===== config.mk =====
export PLATFORM = sky130hd
export DESIGN_NAME = stream_sink
export DESIGN_NICKNAME = d
export VERILOG_FILES = /design/src/sink_pkg.sv /design/src/sink_addressgen.sv /design/src/sink_ctrl.sv /design/src/sink_store_issue.sv /design/src/sink_store_fifo.sv /design/src/stream_sink.sv
export VERILOG_INCLUDE_DIRS = /design/src /design/src/src
export SDC_FILE = /design/constraint.sdc
export NUM_CORES = 1
export LEC_CHECK = 0
export BUFFER_PORTS_ARGS = -buffer_cell sky130_fd_sc_hd__buf_4
export CAP_MARGIN = 15
export CORE_ASPECT_RATIO = 0.9
export CORE_UTILIZATION = 32
export CTS_BUF_LIST = sky130_fd_sc_hd__clkbuf_8
export DETAILED_ROUTE_END_ITERATION = 12
export MAX_ROUTING_LAYER = met4
export PLACE_DENSITY = 0.6
export SLEW_MARGIN = 10
export SYNTH_ARGS = -nofsm -noshare
export SYNTH_HDL_FRONTEND = slang
export SYNTH_SLANG_ARGS = --single-unit

===== constraint.sdc =====
create_clock -name clk_i -period 6 [get_ports clk_i]
set_clock_uncertainty 0.15 [all_clocks]
set_input_delay 0.3 -clock clk_i [delete_from_list [all_inputs] [get_ports clk_i]]
set_output_delay 0.3 -clock clk_i [all_outputs]
set_load 0.05 [all_outputs]

===== src/sink_macros.svh =====
// ------------------------------
// store streamer build constants
// widths, port count, FIFO depth
// ------------------------------

`ifndef SINK_MACROS_SVH
`define SINK_MACROS_SVH

// byte address width of the memory side
`define SINK_ADDR_WIDTH 32

// number of 32-bit memory ports fed in parallel
`define SINK_NB_PORTS 2

// one stream word covers one lane per port
`define SINK_DATA_WIDTH (32 * `SINK_NB_PORTS)

// entries in each per-port store FIFO
`define SINK_FIFO_DEPTH 2

// width of word count, line length and stride
`define SINK_CNT_WIDTH 16

`endif


===== src/sink_pkg.sv =====
// ------------------------------
// store streamer shared types
// ------------------------------

`default_nettype none

`include "sink_macros.svh"

package sink_pkg;

  typedef logic [`SINK_ADDR_WIDTH-1:0] addr_t;        // byte address
  typedef logic [31:0]                 lane_t;        // one memory word
  typedef logic [`SINK_DATA_WIDTH-1:0] stream_word_t; // one full stream word
  typedef logic [3:0]                  be_t;          // byte enables of one port
  typedef logic [`SINK_CNT_WIDTH-1:0]  cnt_t;         // counts and stride

  // controller FSM
  typedef enum logic {
    SINK_IDLE,    // waiting for start
    SINK_WORKING  // streaming and draining
  } sink_state_e;

endpackage

`default_nettype wire


===== src/sink_addressgen.sv =====
// ------------------------------
// sink address generator
// walks a 2d store pattern and
// gives the lane 0 address per word
// ------------------------------

`default_nettype none

`include "sink_macros.svh"

module sink_addressgen
  import sink_pkg::*;
(
  input  logic  clk_i,
  input  logic  rst_ni,
  input  logic  load_i,        // latch new pattern
  input  logic  advance_i,     // one stream word taken
  input  addr_t base_i,
  input  cnt_t  words_i,
  input  cnt_t  line_len_i,
  input  cnt_t  line_stride_i,
  output addr_t addr_o,        // address of next word
  output logic  in_progress_o  // words still to come
);

  localparam int unsigned STEP = 4 * `SINK_NB_PORTS; // bytes per stream word

  cnt_t  words_q, line_len_q, stride_q; // programmed pattern
  cnt_t  col_q, word_q;                 // position in line and in job
  cnt_t  col_nxt, word_nxt;
  addr_t line_base_q;                   // start address of current line
  addr_t col_off_q;                     // byte offset within the line
  logic  in_progress_q;
  logic  step;
  logic  line_end;

  assign step     = advance_i & in_progress_q;
  assign col_nxt  = col_q + 1'b1;
  assign word_nxt = word_q + 1'b1;
  assign line_end = (col_nxt == line_len_q); // last column of this line

  // counters and progress flag
  always_ff @(posedge clk_i or negedge rst_ni) begin
    if (!rst_ni) begin
      col_q         <= '0;
      word_q        <= '0;
      in_progress_q <= 1'b0;
    end else if (load_i) begin
      col_q         <= '0;
      word_q        <= '0;
      in_progress_q <= (words_i != '0); // empty job never runs
    end else if (step) begin
      word_q <= word_nxt;
      col_q  <= line_end ? '0 : col_nxt;
      if (word_nxt == words_q) begin
        in_progress_q <= 1'b0;            // last word just went out
      end
    end
  end

  // pattern and address registers
  always_ff @(posedge clk_i) begin
    if (load_i) begin
      words_q     <= words_i;
      line_len_q  <= line_len_i;
      stride_q    <= line_stride_i;
      line_base_q <= base_i;
      col_off_q   <= '0;
    end else if (step) begin
      if (line_end) begin
        line_base_q <= line_base_q + addr_t'(stride_q); // jump to next line
        col_off_q   <= '0;
      end else begin
        col_off_q <= col_off_q + addr_t'(STEP);
      end
    end
  end

  assign addr_o        = line_base_q + col_off_q;
  assign in_progress_o = in_progress_q;

endmodule

`default_nettype wire


===== src/sink_ctrl.sv =====
// ------------------------------
// sink controller
// idle/working FSM, start and
// done pulse after full drain
// ------------------------------

`default_nettype none

`include "sink_macros.svh"

module sink_ctrl
  import sink_pkg::*;
(
  input  logic                      clk_i,
  input  logic                      rst_ni,
  input  logic                      start_i,
  input  logic                      in_progress_i, // generator still has words
  input  logic                      issue_busy_i,  // issue register holds a word
  input  logic [`SINK_NB_PORTS-1:0] fifo_empty_i,  // one flag per store FIFO
  output logic                      ready_start_o,
  output logic                      load_o,        // load pattern into generator
  output logic                      working_o,
  output logic                      done_o
);

  sink_state_e state_q, state_d;
  logic        drained;
  logic        done_d;
  logic        done_q;

  // nothing left anywhere in the pipe and no req up
  assign drained = ~in_progress_i & ~issue_busy_i & (&fifo_empty_i);

  always_comb begin
    state_d = state_q;
    load_o  = 1'b0;
    done_d  = 1'b0;
    case (state_q)
      SINK_IDLE: begin
        if (start_i) begin
          load_o  = 1'b1;          // config sampled on this edge
          state_d = SINK_WORKING;
        end
      end
      SINK_WORKING: begin
        if (drained) begin
          state_d = SINK_IDLE;
          done_d  = 1'b1;
        end
      end
      default: begin
        state_d = SINK_IDLE;
      end
    endcase
  end

  always_ff @(posedge clk_i or negedge rst_ni) begin
    if (!rst_ni) begin
      state_q <= SINK_IDLE;
      done_q  <= 1'b0;
    end else begin
      state_q <= state_d;
      done_q  <= done_d;   // single cycle pulse
    end
  end

  assign ready_start_o = (state_q == SINK_IDLE);
  assign working_o     = (state_q == SINK_WORKING);
  assign done_o        = done_q;

endmodule

`default_nettype wire


===== src/sink_store_issue.sv =====
// ------------------------------
// store issue stage
// holds one stream word and splits
// it into per-port stores
// ------------------------------

`default_nettype none

`include "sink_macros.svh"

module sink_store_issue
  import sink_pkg::*;
(
  input  logic                      clk_i,
  input  logic                      rst_ni,
  input  logic                      working_i,
  input  logic                      in_progress_i,
  input  logic                      stream_valid_i,
  input  stream_word_t              stream_data_i,
  input  addr_t                     addr_i,       // lane 0 address of next word
  input  logic [`SINK_NB_PORTS-1:0] push_ready_i,
  output logic                      stream_ready_o,
  output logic                      accepted_o,   // stream handshake this cycle
  output logic                      issue_busy_o,
  output logic [`SINK_NB_PORTS-1:0] push_valid_o,
  output addr_t                     push_add_o  [`SINK_NB_PORTS],
  output lane_t                     push_data_o [`SINK_NB_PORTS]
);

  logic         full_q;   // register holds a word
  stream_word_t data_q;
  addr_t        addr_q;
  logic         all_ready;
  logic         push_fire;

  assign all_ready = &push_ready_i;        // every FIFO has room
  assign push_fire = full_q & all_ready;   // all lanes leave together

  assign stream_ready_o = working_i & in_progress_i & (~full_q | all_ready);
  assign accepted_o     = stream_valid_i & stream_ready_o;
  assign issue_busy_o   = full_q;

  always_ff @(posedge clk_i or negedge rst_ni) begin
    if (!rst_ni) begin
      full_q <= 1'b0;
    end else if (accepted_o) begin
      full_q <= 1'b1;                      // refill even while draining
    end else if (push_fire) begin
      full_q <= 1'b0;
    end
  end

  // payload follows the handshake
  always_ff @(posedge clk_i) begin
    if (accepted_o) begin
      data_q <= stream_data_i;
      addr_q <= addr_i;
    end
  end

  for (genvar p = 0; p < `SINK_NB_PORTS; p++) begin : gen_lanes
    assign push_valid_o[p] = push_fire;
    assign push_add_o[p]   = addr_q + addr_t'(4 * p);  // lane offset in bytes
    assign push_data_o[p]  = data_q[32*p +: 32];
  end

endmodule

`default_nettype wire


===== src/sink_store_fifo.sv =====
// ------------------------------
// per-port store FIFO
// head entry is the memory req,
// a grant pops it
// ------------------------------

`default_nettype none

`include "sink_macros.svh"

module sink_store_fifo
  import sink_pkg::*;
(
  input  logic  clk_i,
  input  logic  rst_ni,
  input  logic  push_valid_i,
  input  addr_t push_add_i,
  input  lane_t push_data_i,
  input  logic  mem_gnt_i,
  output logic  push_ready_o,
  output logic  empty_o,
  output logic  mem_req_o,
  output addr_t mem_add_o,
  output be_t   mem_be_o,
  output lane_t mem_data_o
);

  localparam int unsigned DEPTH = `SINK_FIFO_DEPTH;
  localparam int unsigned PTR_W = (DEPTH > 1) ? $clog2(DEPTH) : 1;
  localparam int unsigned CNT_W = $clog2(DEPTH + 1);
  localparam logic [PTR_W-1:0] LAST_PTR = PTR_W'(DEPTH - 1);
  localparam logic [CNT_W-1:0] FULL_CNT = CNT_W'(DEPTH);

  addr_t            add_mem  [DEPTH];  // store addresses
  lane_t            data_mem [DEPTH];  // store data
  logic [PTR_W-1:0] wr_ptr_q, rd_ptr_q;
  logic [CNT_W-1:0] cnt_q;
  logic             push, pop;

  assign push_ready_o = (cnt_q != FULL_CNT);  // no push through on full
  assign empty_o      = (cnt_q == '0);
  assign push         = push_valid_i & push_ready_o;
  assign pop          = mem_req_o & mem_gnt_i;

  always_ff @(posedge clk_i or negedge rst_ni) begin
    if (!rst_ni) begin
      wr_ptr_q <= '0;
      rd_ptr_q <= '0;
      cnt_q    <= '0;
    end else begin
      if (push) begin
        wr_ptr_q <= (wr_ptr_q == LAST_PTR) ? '0 : wr_ptr_q + 1'b1;
      end
      if (pop) begin
        rd_ptr_q <= (rd_ptr_q == LAST_PTR) ? '0 : rd_ptr_q + 1'b1;
      end
      if (push && !pop) begin
        cnt_q <= cnt_q + 1'b1;
      end else if (pop && !push) begin
        cnt_q <= cnt_q - 1'b1;
      end
    end
  end

  always_ff @(posedge clk_i) begin
    if (push) begin
      add_mem[wr_ptr_q]  <= push_add_i;
      data_mem[wr_ptr_q] <= push_data_i;
    end
  end

  assign mem_req_o  = ~empty_o;             // req held until granted
  assign mem_add_o  = add_mem[rd_ptr_q];
  assign mem_data_o = data_mem[rd_ptr_q];
  assign mem_be_o   = '1;                   // always full-word stores

endmodule

`default_nettype wire


===== src/stream_sink.sv =====
// ------------------------------
// stream sink top
// stream words in, 2d-patterned
// word stores out on req/gnt ports
// ------------------------------

`default_nettype none

`include "sink_macros.svh"

module stream_sink
  import sink_pkg::*;
(
  input  logic                      clk_i,
  input  logic                      rst_ni,
  input  logic                      start_i,
  input  addr_t                     base_i,
  input  cnt_t                      words_i,
  input  cnt_t                      line_len_i,
  input  cnt_t                      line_stride_i,
  output logic                      ready_start_o,
  output logic                      done_o,
  input  logic                      stream_valid_i,
  input  stream_word_t              stream_data_i,
  output logic                      stream_ready_o,
  output logic [`SINK_NB_PORTS-1:0] mem_req_o,
  output addr_t                     mem_add_o  [`SINK_NB_PORTS],
  output be_t                       mem_be_o   [`SINK_NB_PORTS],
  output lane_t                     mem_data_o [`SINK_NB_PORTS],
  input  logic [`SINK_NB_PORTS-1:0] mem_gnt_i
);

  logic                      load, working;
  logic                      in_progress, accepted, issue_busy;
  addr_t                     gen_addr;
  logic [`SINK_NB_PORTS-1:0] push_valid, push_ready, fifo_empty;
  addr_t                     push_add  [`SINK_NB_PORTS];
  lane_t                     push_data [`SINK_NB_PORTS];

  sink_ctrl i_ctrl (
    .clk_i         ( clk_i         ),
    .rst_ni        ( rst_ni        ),
    .start_i       ( start_i       ),
    .in_progress_i ( in_progress   ),
    .issue_busy_i  ( issue_busy    ),
    .fifo_empty_i  ( fifo_empty    ),
    .ready_start_o ( ready_start_o ),
    .load_o        ( load          ),
    .working_o     ( working       ),
    .done_o        ( done_o        )
  );

  sink_addressgen i_addressgen (
    .clk_i         ( clk_i         ),
    .rst_ni        ( rst_ni        ),
    .load_i        ( load          ),
    .advance_i     ( accepted      ),
    .base_i        ( base_i        ),
    .words_i       ( words_i       ),
    .line_len_i    ( line_len_i    ),
    .line_stride_i ( line_stride_i ),
    .addr_o        ( gen_addr      ),
    .in_progress_o ( in_progress   )
  );

  sink_store_issue i_issue (
    .clk_i          ( clk_i          ),
    .rst_ni         ( rst_ni         ),
    .working_i      ( working        ),
    .in_progress_i  ( in_progress    ),
    .stream_valid_i ( stream_valid_i ),
    .stream_data_i  ( stream_data_i  ),
    .addr_i         ( gen_addr       ),
    .push_ready_i   ( push_ready     ),
    .stream_ready_o ( stream_ready_o ),
    .accepted_o     ( accepted       ),
    .issue_busy_o   ( issue_busy     ),
    .push_valid_o   ( push_valid     ),
    .push_add_o     ( push_add       ),
    .push_data_o    ( push_data      )
  );

  // one store FIFO per memory port
  for (genvar p = 0; p < `SINK_NB_PORTS; p++) begin : gen_ports
    sink_store_fifo i_fifo (
      .clk_i        ( clk_i         ),
      .rst_ni       ( rst_ni        ),
      .push_valid_i ( push_valid[p] ),
      .push_add_i   ( push_add[p]   ),
      .push_data_i  ( push_data[p]  ),
      .mem_gnt_i    ( mem_gnt_i[p]  ),
      .push_ready_o ( push_ready[p] ),
      .empty_o      ( fifo_empty[p] ),
      .mem_req_o    ( mem_req_o[p]  ),
      .mem_add_o    ( mem_add_o[p]  ),
      .mem_be_o     ( mem_be_o[p]   ),
      .mem_data_o   ( mem_data_o[p] )
    );
  end

endmodule

`default_nettype wire


==> results of run 1 <==
[power breakdown]
part	total [mW]	internal [mW]	switching, mW
clock network	3.00	1.54	1.45
logic	4.33	1.42	2.91
registers	5.11	4.75	0.354
total	12.4	7.72	4.71
[cell usage after synthesis, types with 3 or more instances]
cell,n
a211o_1,3
a211oi_1,5
a21o_1,22
a21oi_1,60
a31oi_1,12
a41oi_1,5
and2_1,6
and3_1,26
and4_1,4
buf_2,7
buf_4,10
clkbuf_1,33
dfrtp_1,44
dfxtp_1,29
edfxtp_1,432
ha_1,51
inv_1,41
mux2_2,128
nand2_1,115
nand2b_1,4
nand3_1,45
nand4_1,20
nor2_1,82
nor2b_1,12
nor3_1,21
nor3b_1,10
nor4_1,16
nor4b_1,3
o211ai_1,8
o21a_1,6
o21ai_0,81
o21bai_1,3
o31ai_1,7
or2_2,4
or3_1,7
xnor2_1,111
xor2_1,61
[cell type report]
type / count / area share, %
clock buffers: 93 / 4.52
diodes: 2 / 0.0177
inverters: 41 / 0.552
well taps: 874 / 3.86
clock inverters: 64 / 1.38
multi-input cells: 983 / 24.8
flip-flops and latches: 505 / 51.7
repair buffers: 445 / 13.2
[registers in the layout, indices dropped and copies added (netlist names)]
signal,count
i_issue.addr_q,32
i_ctrl.done_o,1
i_addressgen.stride_q,16
i_addressgen.col_off_q,29
i_ctrl.working_o,1
i_addressgen.in_progress_o,1
i_addressgen.words_q,16
gen_ports.i_fifo.wr_ptr_q,2
i_addressgen.col_q,16
i_addressgen.line_base_q,32
i_issue.issue_busy_o,1
gen_ports.i_fifo.rd_ptr_q,2
gen_ports.i_fifo.cnt_q,4
i_issue.data_q,64
i_addressgen.line_len_q,16
gen_ports.i_fifo.add_mem,128
gen_ports.i_fifo.data_mem,128
i_addressgen.word_q,16
[worst max-delay path: cells and delay by family (launching register included)]
family / cells / cell delay, ps
AOI/OAI and AO/OA: 2 / 300
xor gates and xnor gates: 1 / 150
adders and majority gates: 1 / 310
buffers and inverters: 1 / 580
DFF: 1 / 450
muxes: 1 / 130
and+or+nand+nor: 3 / 1310
[worst min-delay path by stage]
stage	from	to	slack [ps]
after floorplan	rst_ni	gen_ports[0].i_fifo.cnt_q[0]	-150
after global placement	rst_ni	i_addressgen.col_q[10]	200
after detailed placement	rst_ni	i_addressgen.col_q[9]	210
after CTS	stream_data_i[20]	i_issue.data_q[20]	90
after global routing	stream_data_i[16]	i_issue.data_q[16]	100
final	stream_data_i[21]	i_issue.data_q[21]	180
[per-stage QoR]
step / setup slack [ps] / cell area (um^2)
5_1_grt: 1920 / 28300
4_1_cts: 2140 / 28300
6_report: 2180 / 28300
2_1_floorplan: 1040 / 22100
3_5_place_dp: 2200 / 25100
3_3_place_gp: 2290 / 25100
[metal layers]
metal | vias up | share of wire (%) | GRT usage (%)
li1 | 6836 | - | -
met4 | 0 | 2.3 | 4.63
met5 | - | 0 | -
met3 | 86 | 4.9 | 3.08
met2 | 343 | 47 | 23.5
met1 | 6868 | 46 | 19.5
[cell families after synthesis]
| family | Yosys count |
|---|---|
| DFF | 505 |
| muxes | 129 |
| and+or+nand+nor | 388 |
| other | 2 |
| xor gates and xnor gates | 172 |
| buffers and inverters | 96 |
| AOI/OAI and AO/OA | 233 |
| adders and majority gates | 52 |
==> summary.txt, run 1 <==
WP data arrival: 3960 ps
Placed Cells: 2,696
clock root buffer: clkbuf_8
r2r startpoint: i_addressgen.col_q[0]
H-tree Lvls: 3
yosys warns: 0
clk buf depth: 3
commonest non-fill, non-tap cell in the layout: edfxtp_1
first-pass iteration count of the detailed router: 5
top_reg_cell synth: edfxtp_1
# IOs: 291
Clk pin slew, worst setup/hold paths: 60 ps
CTS tree: built
f_max: 262 MHz
simple-gate portion of the synthesized area: 8.74%
largest family of logic cells by synthesized area: simple AND/OR/NAND/NOR gates
most frequent cells in the layout: edfxtp_1 (432), buf_4 (294), dlygate4sd3_1 (150), mux2_2 (128), nand2_1 (115)
power density cells: 439 mW/mm^2
Port Buffers: 282
type of origin of the critical path: flip-flop
mux contribution to synthesized area: 6.58%
Die Y: 251 um
worst min-delay path class: primary input to flip-flop
GRT Overall Usage: 15.0%
post-CTS setup buffers: 0
Final Hold Fails: 0
Final TNS setup: 0 ps
synthesized instance count: 1,577
worst r2r path cells: 9
Avg Vias per Cell: 4.70
Max-Cap Viols: 0
Antenna Nets Post-Route: 0
fin cells: 3,007
post-synthesis compound-gate area fraction: 6.46%
clock net sink count: 505
total power: 12.4 mW
final layout net count: 2,265
CP Max Fanout: 60
DP HPWL: 33.7 mm
vias: 14,100
WL final: 51.4 mm
Synth cell types: 68
R2R Path End: i_addressgen.line_base_q[31]
top cells by area, synth: edfxtp_1 (59%), mux2_2 (6.5%), dfrtp_1 (5.0%)
worst vdd ir: 0.000214 V
FF/Latch Area: 0.0147 mm^2
RSZ-0062 raised after global routing: no
initial antenna violation count: 3
Min Clock Period, post-route: 3820 ps
worst setup path end: i_addressgen.line_base_q[31]
# DRC: 0
vias in the first global route: 14,500
first-pass GRT wire length: 79.4 mm
largest net degree at the start of global routing: 97
hold_ws: 178 ps
GR Overflow Total: 0
Adder-Cell Fraction of Synth Area: 2.98%
count of hold-fix buffers inserted at cts: 151
number of synthesized flops with an enable pin: 432
CP max stage cell: or4b_1
CP Data Required Time: 6140 ps
WL/cell: 17.1 um
CP max stage delay: 720 ps
post-synthesis sequential area ratio: 66.5%
area of the multi-input gates: 0.00703 mm^2
die width: 279 um
max-slew violations: 0
CTS resizes: 0
P&R area growth vs syn: 28.5%
fraction of layout cells with a size suffix above 1: 26.5%
post-synthesis average cell area: 14.0 um^2
Synth Register Bits: 505
crit path from: i_addressgen.col_q[0]
leading area contributor after synthesis: edfxtp_1
core footprint: 0.0676 mm^2
Worst-Skew Late Latency: 670 ps
Slew @ Worst Pin: 1070 ps
Min-Delay Path Depth: 2
outcome: finished, final reports clean
die area: 0.0700 mm^2
Final period util: 63.7%
leakage: 10.7 nW
worst-path cell chain: ha_1 -> nand3_2 -> or2_1 -> xnor2_1 -> mux2i_1 -> a21oi_1 -> or4b_1 -> o21ai_4 -> buf_4
top cell type's share of synthesized area: 58.8%
FF-to-FF setup slack: 2180 ps
FP Rows: 90
FFs w/ async S/R, synth: 8.71%
Synth Area in XOR/XNOR: 6.83%
critical path capture point type: flip-flop
final setup violating endpoints: 0
Initial Utilization: 32.6%
Setup Crit Path Kind: flip-flop to flip-flop
gpl congestion: 0.842
CTS Buf Count: 87
number of fill cells: 6,237
worst rel slew slack: 28.4%
fin util: 42.0%
synthesized cell area: 0.0221 mm^2
DRT iter0 DRCs: 783
No activity file was read; power rests on OpenSTA's default activity.
==> run 2: changes to the inputs <==
--- a/config.mk
+++ b/config.mk
@@ -13,7 +13,7 @@
 export CTS_BUF_LIST = sky130_fd_sc_hd__clkbuf_8
 export DETAILED_ROUTE_END_ITERATION = 12
 export MAX_ROUTING_LAYER = met4
-export PLACE_DENSITY = 0.6
+export PLACE_DENSITY = 0.62
 export SLEW_MARGIN = 10
 export SYNTH_ARGS = -nofsm -noshare
 export SYNTH_HDL_FRONTEND = slang
==> constraint.sdc (replaced) <==
create_clock -name clk_i -period 3.5 [get_ports clk_i]
set_clock_uncertainty 0.15 [all_clocks]
set_input_delay 0.175 -clock clk_i [delete_from_list [all_inputs] [get_ports clk_i]]
set_output_delay 0.175 -clock clk_i [all_outputs]
set_load 0.05 [all_outputs]
==> run 2 against run 1 <==
Compared with the run above: global-route usage rose by 0.11 points; non-clock buffer count increased by 60; die area is the same; cell count increased by 2.0%; sequential power rose by 72%; combinational power rose by 75%; critical path type unchanged; critical endpoint is now i_addressgen.line_base_q[8].
==> summary.txt, run 2 (synthesis results as in run 1) <==
initial antenna violation count: 1 (-2)
r2r startpoint: i_addressgen.col_q[0]
Clk pin slew, worst setup/hold paths: 60 ps (about the same)
commonest non-fill, non-tap cell in the layout: edfxtp_1
critical path capture point type: flip-flop
power density cells: 741 mW/mm^2 (+69%)
vias in the first global route: 14,700 (+1.6%)
WL/cell: 16.9 um (-1.1%)
first-pass GRT wire length: 80.2 mm (+0.95%)
worst r2r path cells: 9 (unchanged)
Worst Hold Launch: stream_data_i[29]
first-pass iteration count of the detailed router: 5 (unchanged)
R2R Path End: i_addressgen.line_base_q[8]
Hold EP: i_issue.data_q[29]
Place WS: 141 ps (-2060 ps)
Worst-Skew Late Latency: 670 ps (about the same)
WP data arrival: 3540 ps (-420 ps)
final layout net count: 2,325 (+2.6%)
Final period util: 94.9% (+31 points)
Min Clock Period, post-route: 3320 ps (-498 ps)
Highest Signal Layer: met4
WL final: 51.8 mm (+0.88%)
# IOs: 291 (unchanged)
Avg Vias per Cell: 4.68 (-0.52%)
WL met1: 23.8 mm (+0.20%)
RSZ-0062 raised after global routing: no
gpl congestion: 0.841 (-0.19%)
H-tree Lvls: 3 (unchanged)
Top Registers: gen_ports.i_fifo.add_mem (128), gen_ports.i_fifo.data_mem (128), i_issue.data_q (64)
FF-to-FF setup slack: 180 ps (-2000 ps)
largest net degree at the start of global routing: 97 (unchanged)
number of fill cells: 6,140 (-1.6%)
type of origin of the critical path: flip-flop
CP Max Fanout: 30 (-50%)
P&R area growth vs syn: 32.0%
worst min-delay path class: primary input to flip-flop
leakage: 11.0 nW (+3.0%)
vias: 14,300 (+1.5%)
clk buf depth: 3 (unchanged)
Slew @ Worst Pin: 1160 ps (+90.5 ps)
GR Overflow Total: 0 (unchanged)
Setup Crit Path Kind: flip-flop to flip-flop
routed wl met3: 2.72 mm (+7.6%)
most frequent cells in the layout: edfxtp_1 (432), buf_4 (297), dlygate4sd3_1 (196), mux2_2 (128), nand2_1 (115)
DRT iter0 DRCs: 819 (+4.6%)
Initial Utilization: 32.6% (unchanged)
final setup violating endpoints: 0 (unchanged)
die width: 279 um (unchanged)
Antenna Nets Post-Route: 0 (unchanged)
outcome: finished, final reports clean
Port Buffers: 282 (unchanged)
clock root buffer: clkbuf_8
die area: 0.0700 mm^2 (unchanged)
core footprint: 0.0676 mm^2 (unchanged)
worst vdd ir: 0.000341 V (+59%)
hold_ws: 74.9 ps (-103 ps)
Final Hold Fails: 0 (unchanged)
f_max: 301 MHz (+15%)
Final TNS setup: 0 ps (unchanged)
Die Y: 251 um (unchanged)
fraction of layout cells with a size suffix above 1: 26.4% (-0.098 points)
DP HPWL: 34.8 mm (+3.2%)
worst rel slew slack: 22.1% (-6.3 points)
post-CTS setup buffers: 0 (unchanged)
CTS Buf Count: 87 (unchanged)
clock net sink count: 505 (unchanged)
CP Data Required Time: 3720 ps (-2420 ps)
FP Rows: 90 (unchanged)
Min-Delay Path Depth: 2 (unchanged)
Met2 Routed Length: 24.1 mm (+0.61%)
Max-Cap Viols: 0 (unchanged)
Worst Slack Setup Final: 179 ps (-2000 ps)
GRT Overall Usage: 15.1% (+0.11 points)
CTS tree: built
# DRC: 0 (unchanged)
max-slew violations: 0 (unchanged)
-- run 2: changes by cell type in the layout (fill, tap and decap cells not counted), moves of 2 or more --
cell           previous run  this run
dlygate4sd3_1           150       196
buf_12                    1        10
clkinv_2                 16        12
inv_1                    64        68
buf_4                   294       297
clkinvlp_4                0         3
bufinv_16                 2         4
clkinv_1                 14        12
-- run 2: what timing repair did --
action                                  4_1_cts  5_1_grt
endpoints found under the setup margin        0       31
hold buffers                                197        0
gates resized for setup                       0        1
hold endpoints to repair                    198        0
-- run 2: metrics by stage --
| stage | instance area (um^2) | total power, mW | utilization (%) | cells |
|---|---|---|---|---|
| after floorplan | 22100 | 13.9 | - | 1584 |
| after detailed placement | 25400 | 16.4 | 37.5 | 2710 |
| after global routing | 29100 | 22.7 | 43.1 | 3067 |
| after global placement | 25400 | 16.2 | 37.5 | 2710 |
| final | 29100 | 21.6 | 43.1 | 3068 |
| after CTS | 29100 | 21.9 | 43.0 | 3065 |
-- run 2: layer usage --
layer	up-vias	global-route usage, %
li1	6971	-
met3	103	3.61
met1	6921	19.2
met5	-	-
met2	349	23.7
met4	0	4.82
-- run 2: layout make-up --
cell class / count / area (um^2) / share of cell area, %
antenna: 2 / 5.00 / 0.0172
clock buffer: 92 / 1270 / 4.35
clock inverter: 66 / 450 / 1.55
inverter: 41 / 156 / 0.537
multi-input combinational: 983 / 7030 / 24.2
sequential: 505 / 14700 / 50.4
tap: 874 / 1090 / 3.76
timing repair buffer: 505 / 4440 / 15.3
-- run 2: power by group --
group	switching, mW	internal, mW	total [mW]
registers	0.648	8.13	8.77
clock network	2.46	2.77	5.23
logic	4.96	2.61	7.57
total	8.07	13.5	21.6
-- run 2: worst max-delay path by stage --
stage	start	depth (start not counted)	end
floorplan	gen_ports[0].i_fifo.cnt_q[1]	4	gen_ports[0].i_fifo.add_mem[0][0]
global route	i_addressgen.col_q[0]	9	i_addressgen.line_base_q[8]
finish	i_addressgen.col_q[0]	9	i_addressgen.line_base_q[8]
global placement	i_addressgen.col_q[0]	9	i_addressgen.line_base_q[31]
detailed placement	i_addressgen.col_q[0]	9	i_addressgen.line_base_q[31]
CTS	i_addressgen.col_q[0]	9	i_addressgen.line_base_q[31]
-- run 2: critical path: stages (launching register included) --
cell and delay, ps:
dfrtp_1 450, ha_2 270, nand3_2 220, or2_1 380, xnor2_1 160, mux2i_1 120, a21oi_1 130, or4b_1 620
o21ai_4 260, clkbuf_16 260
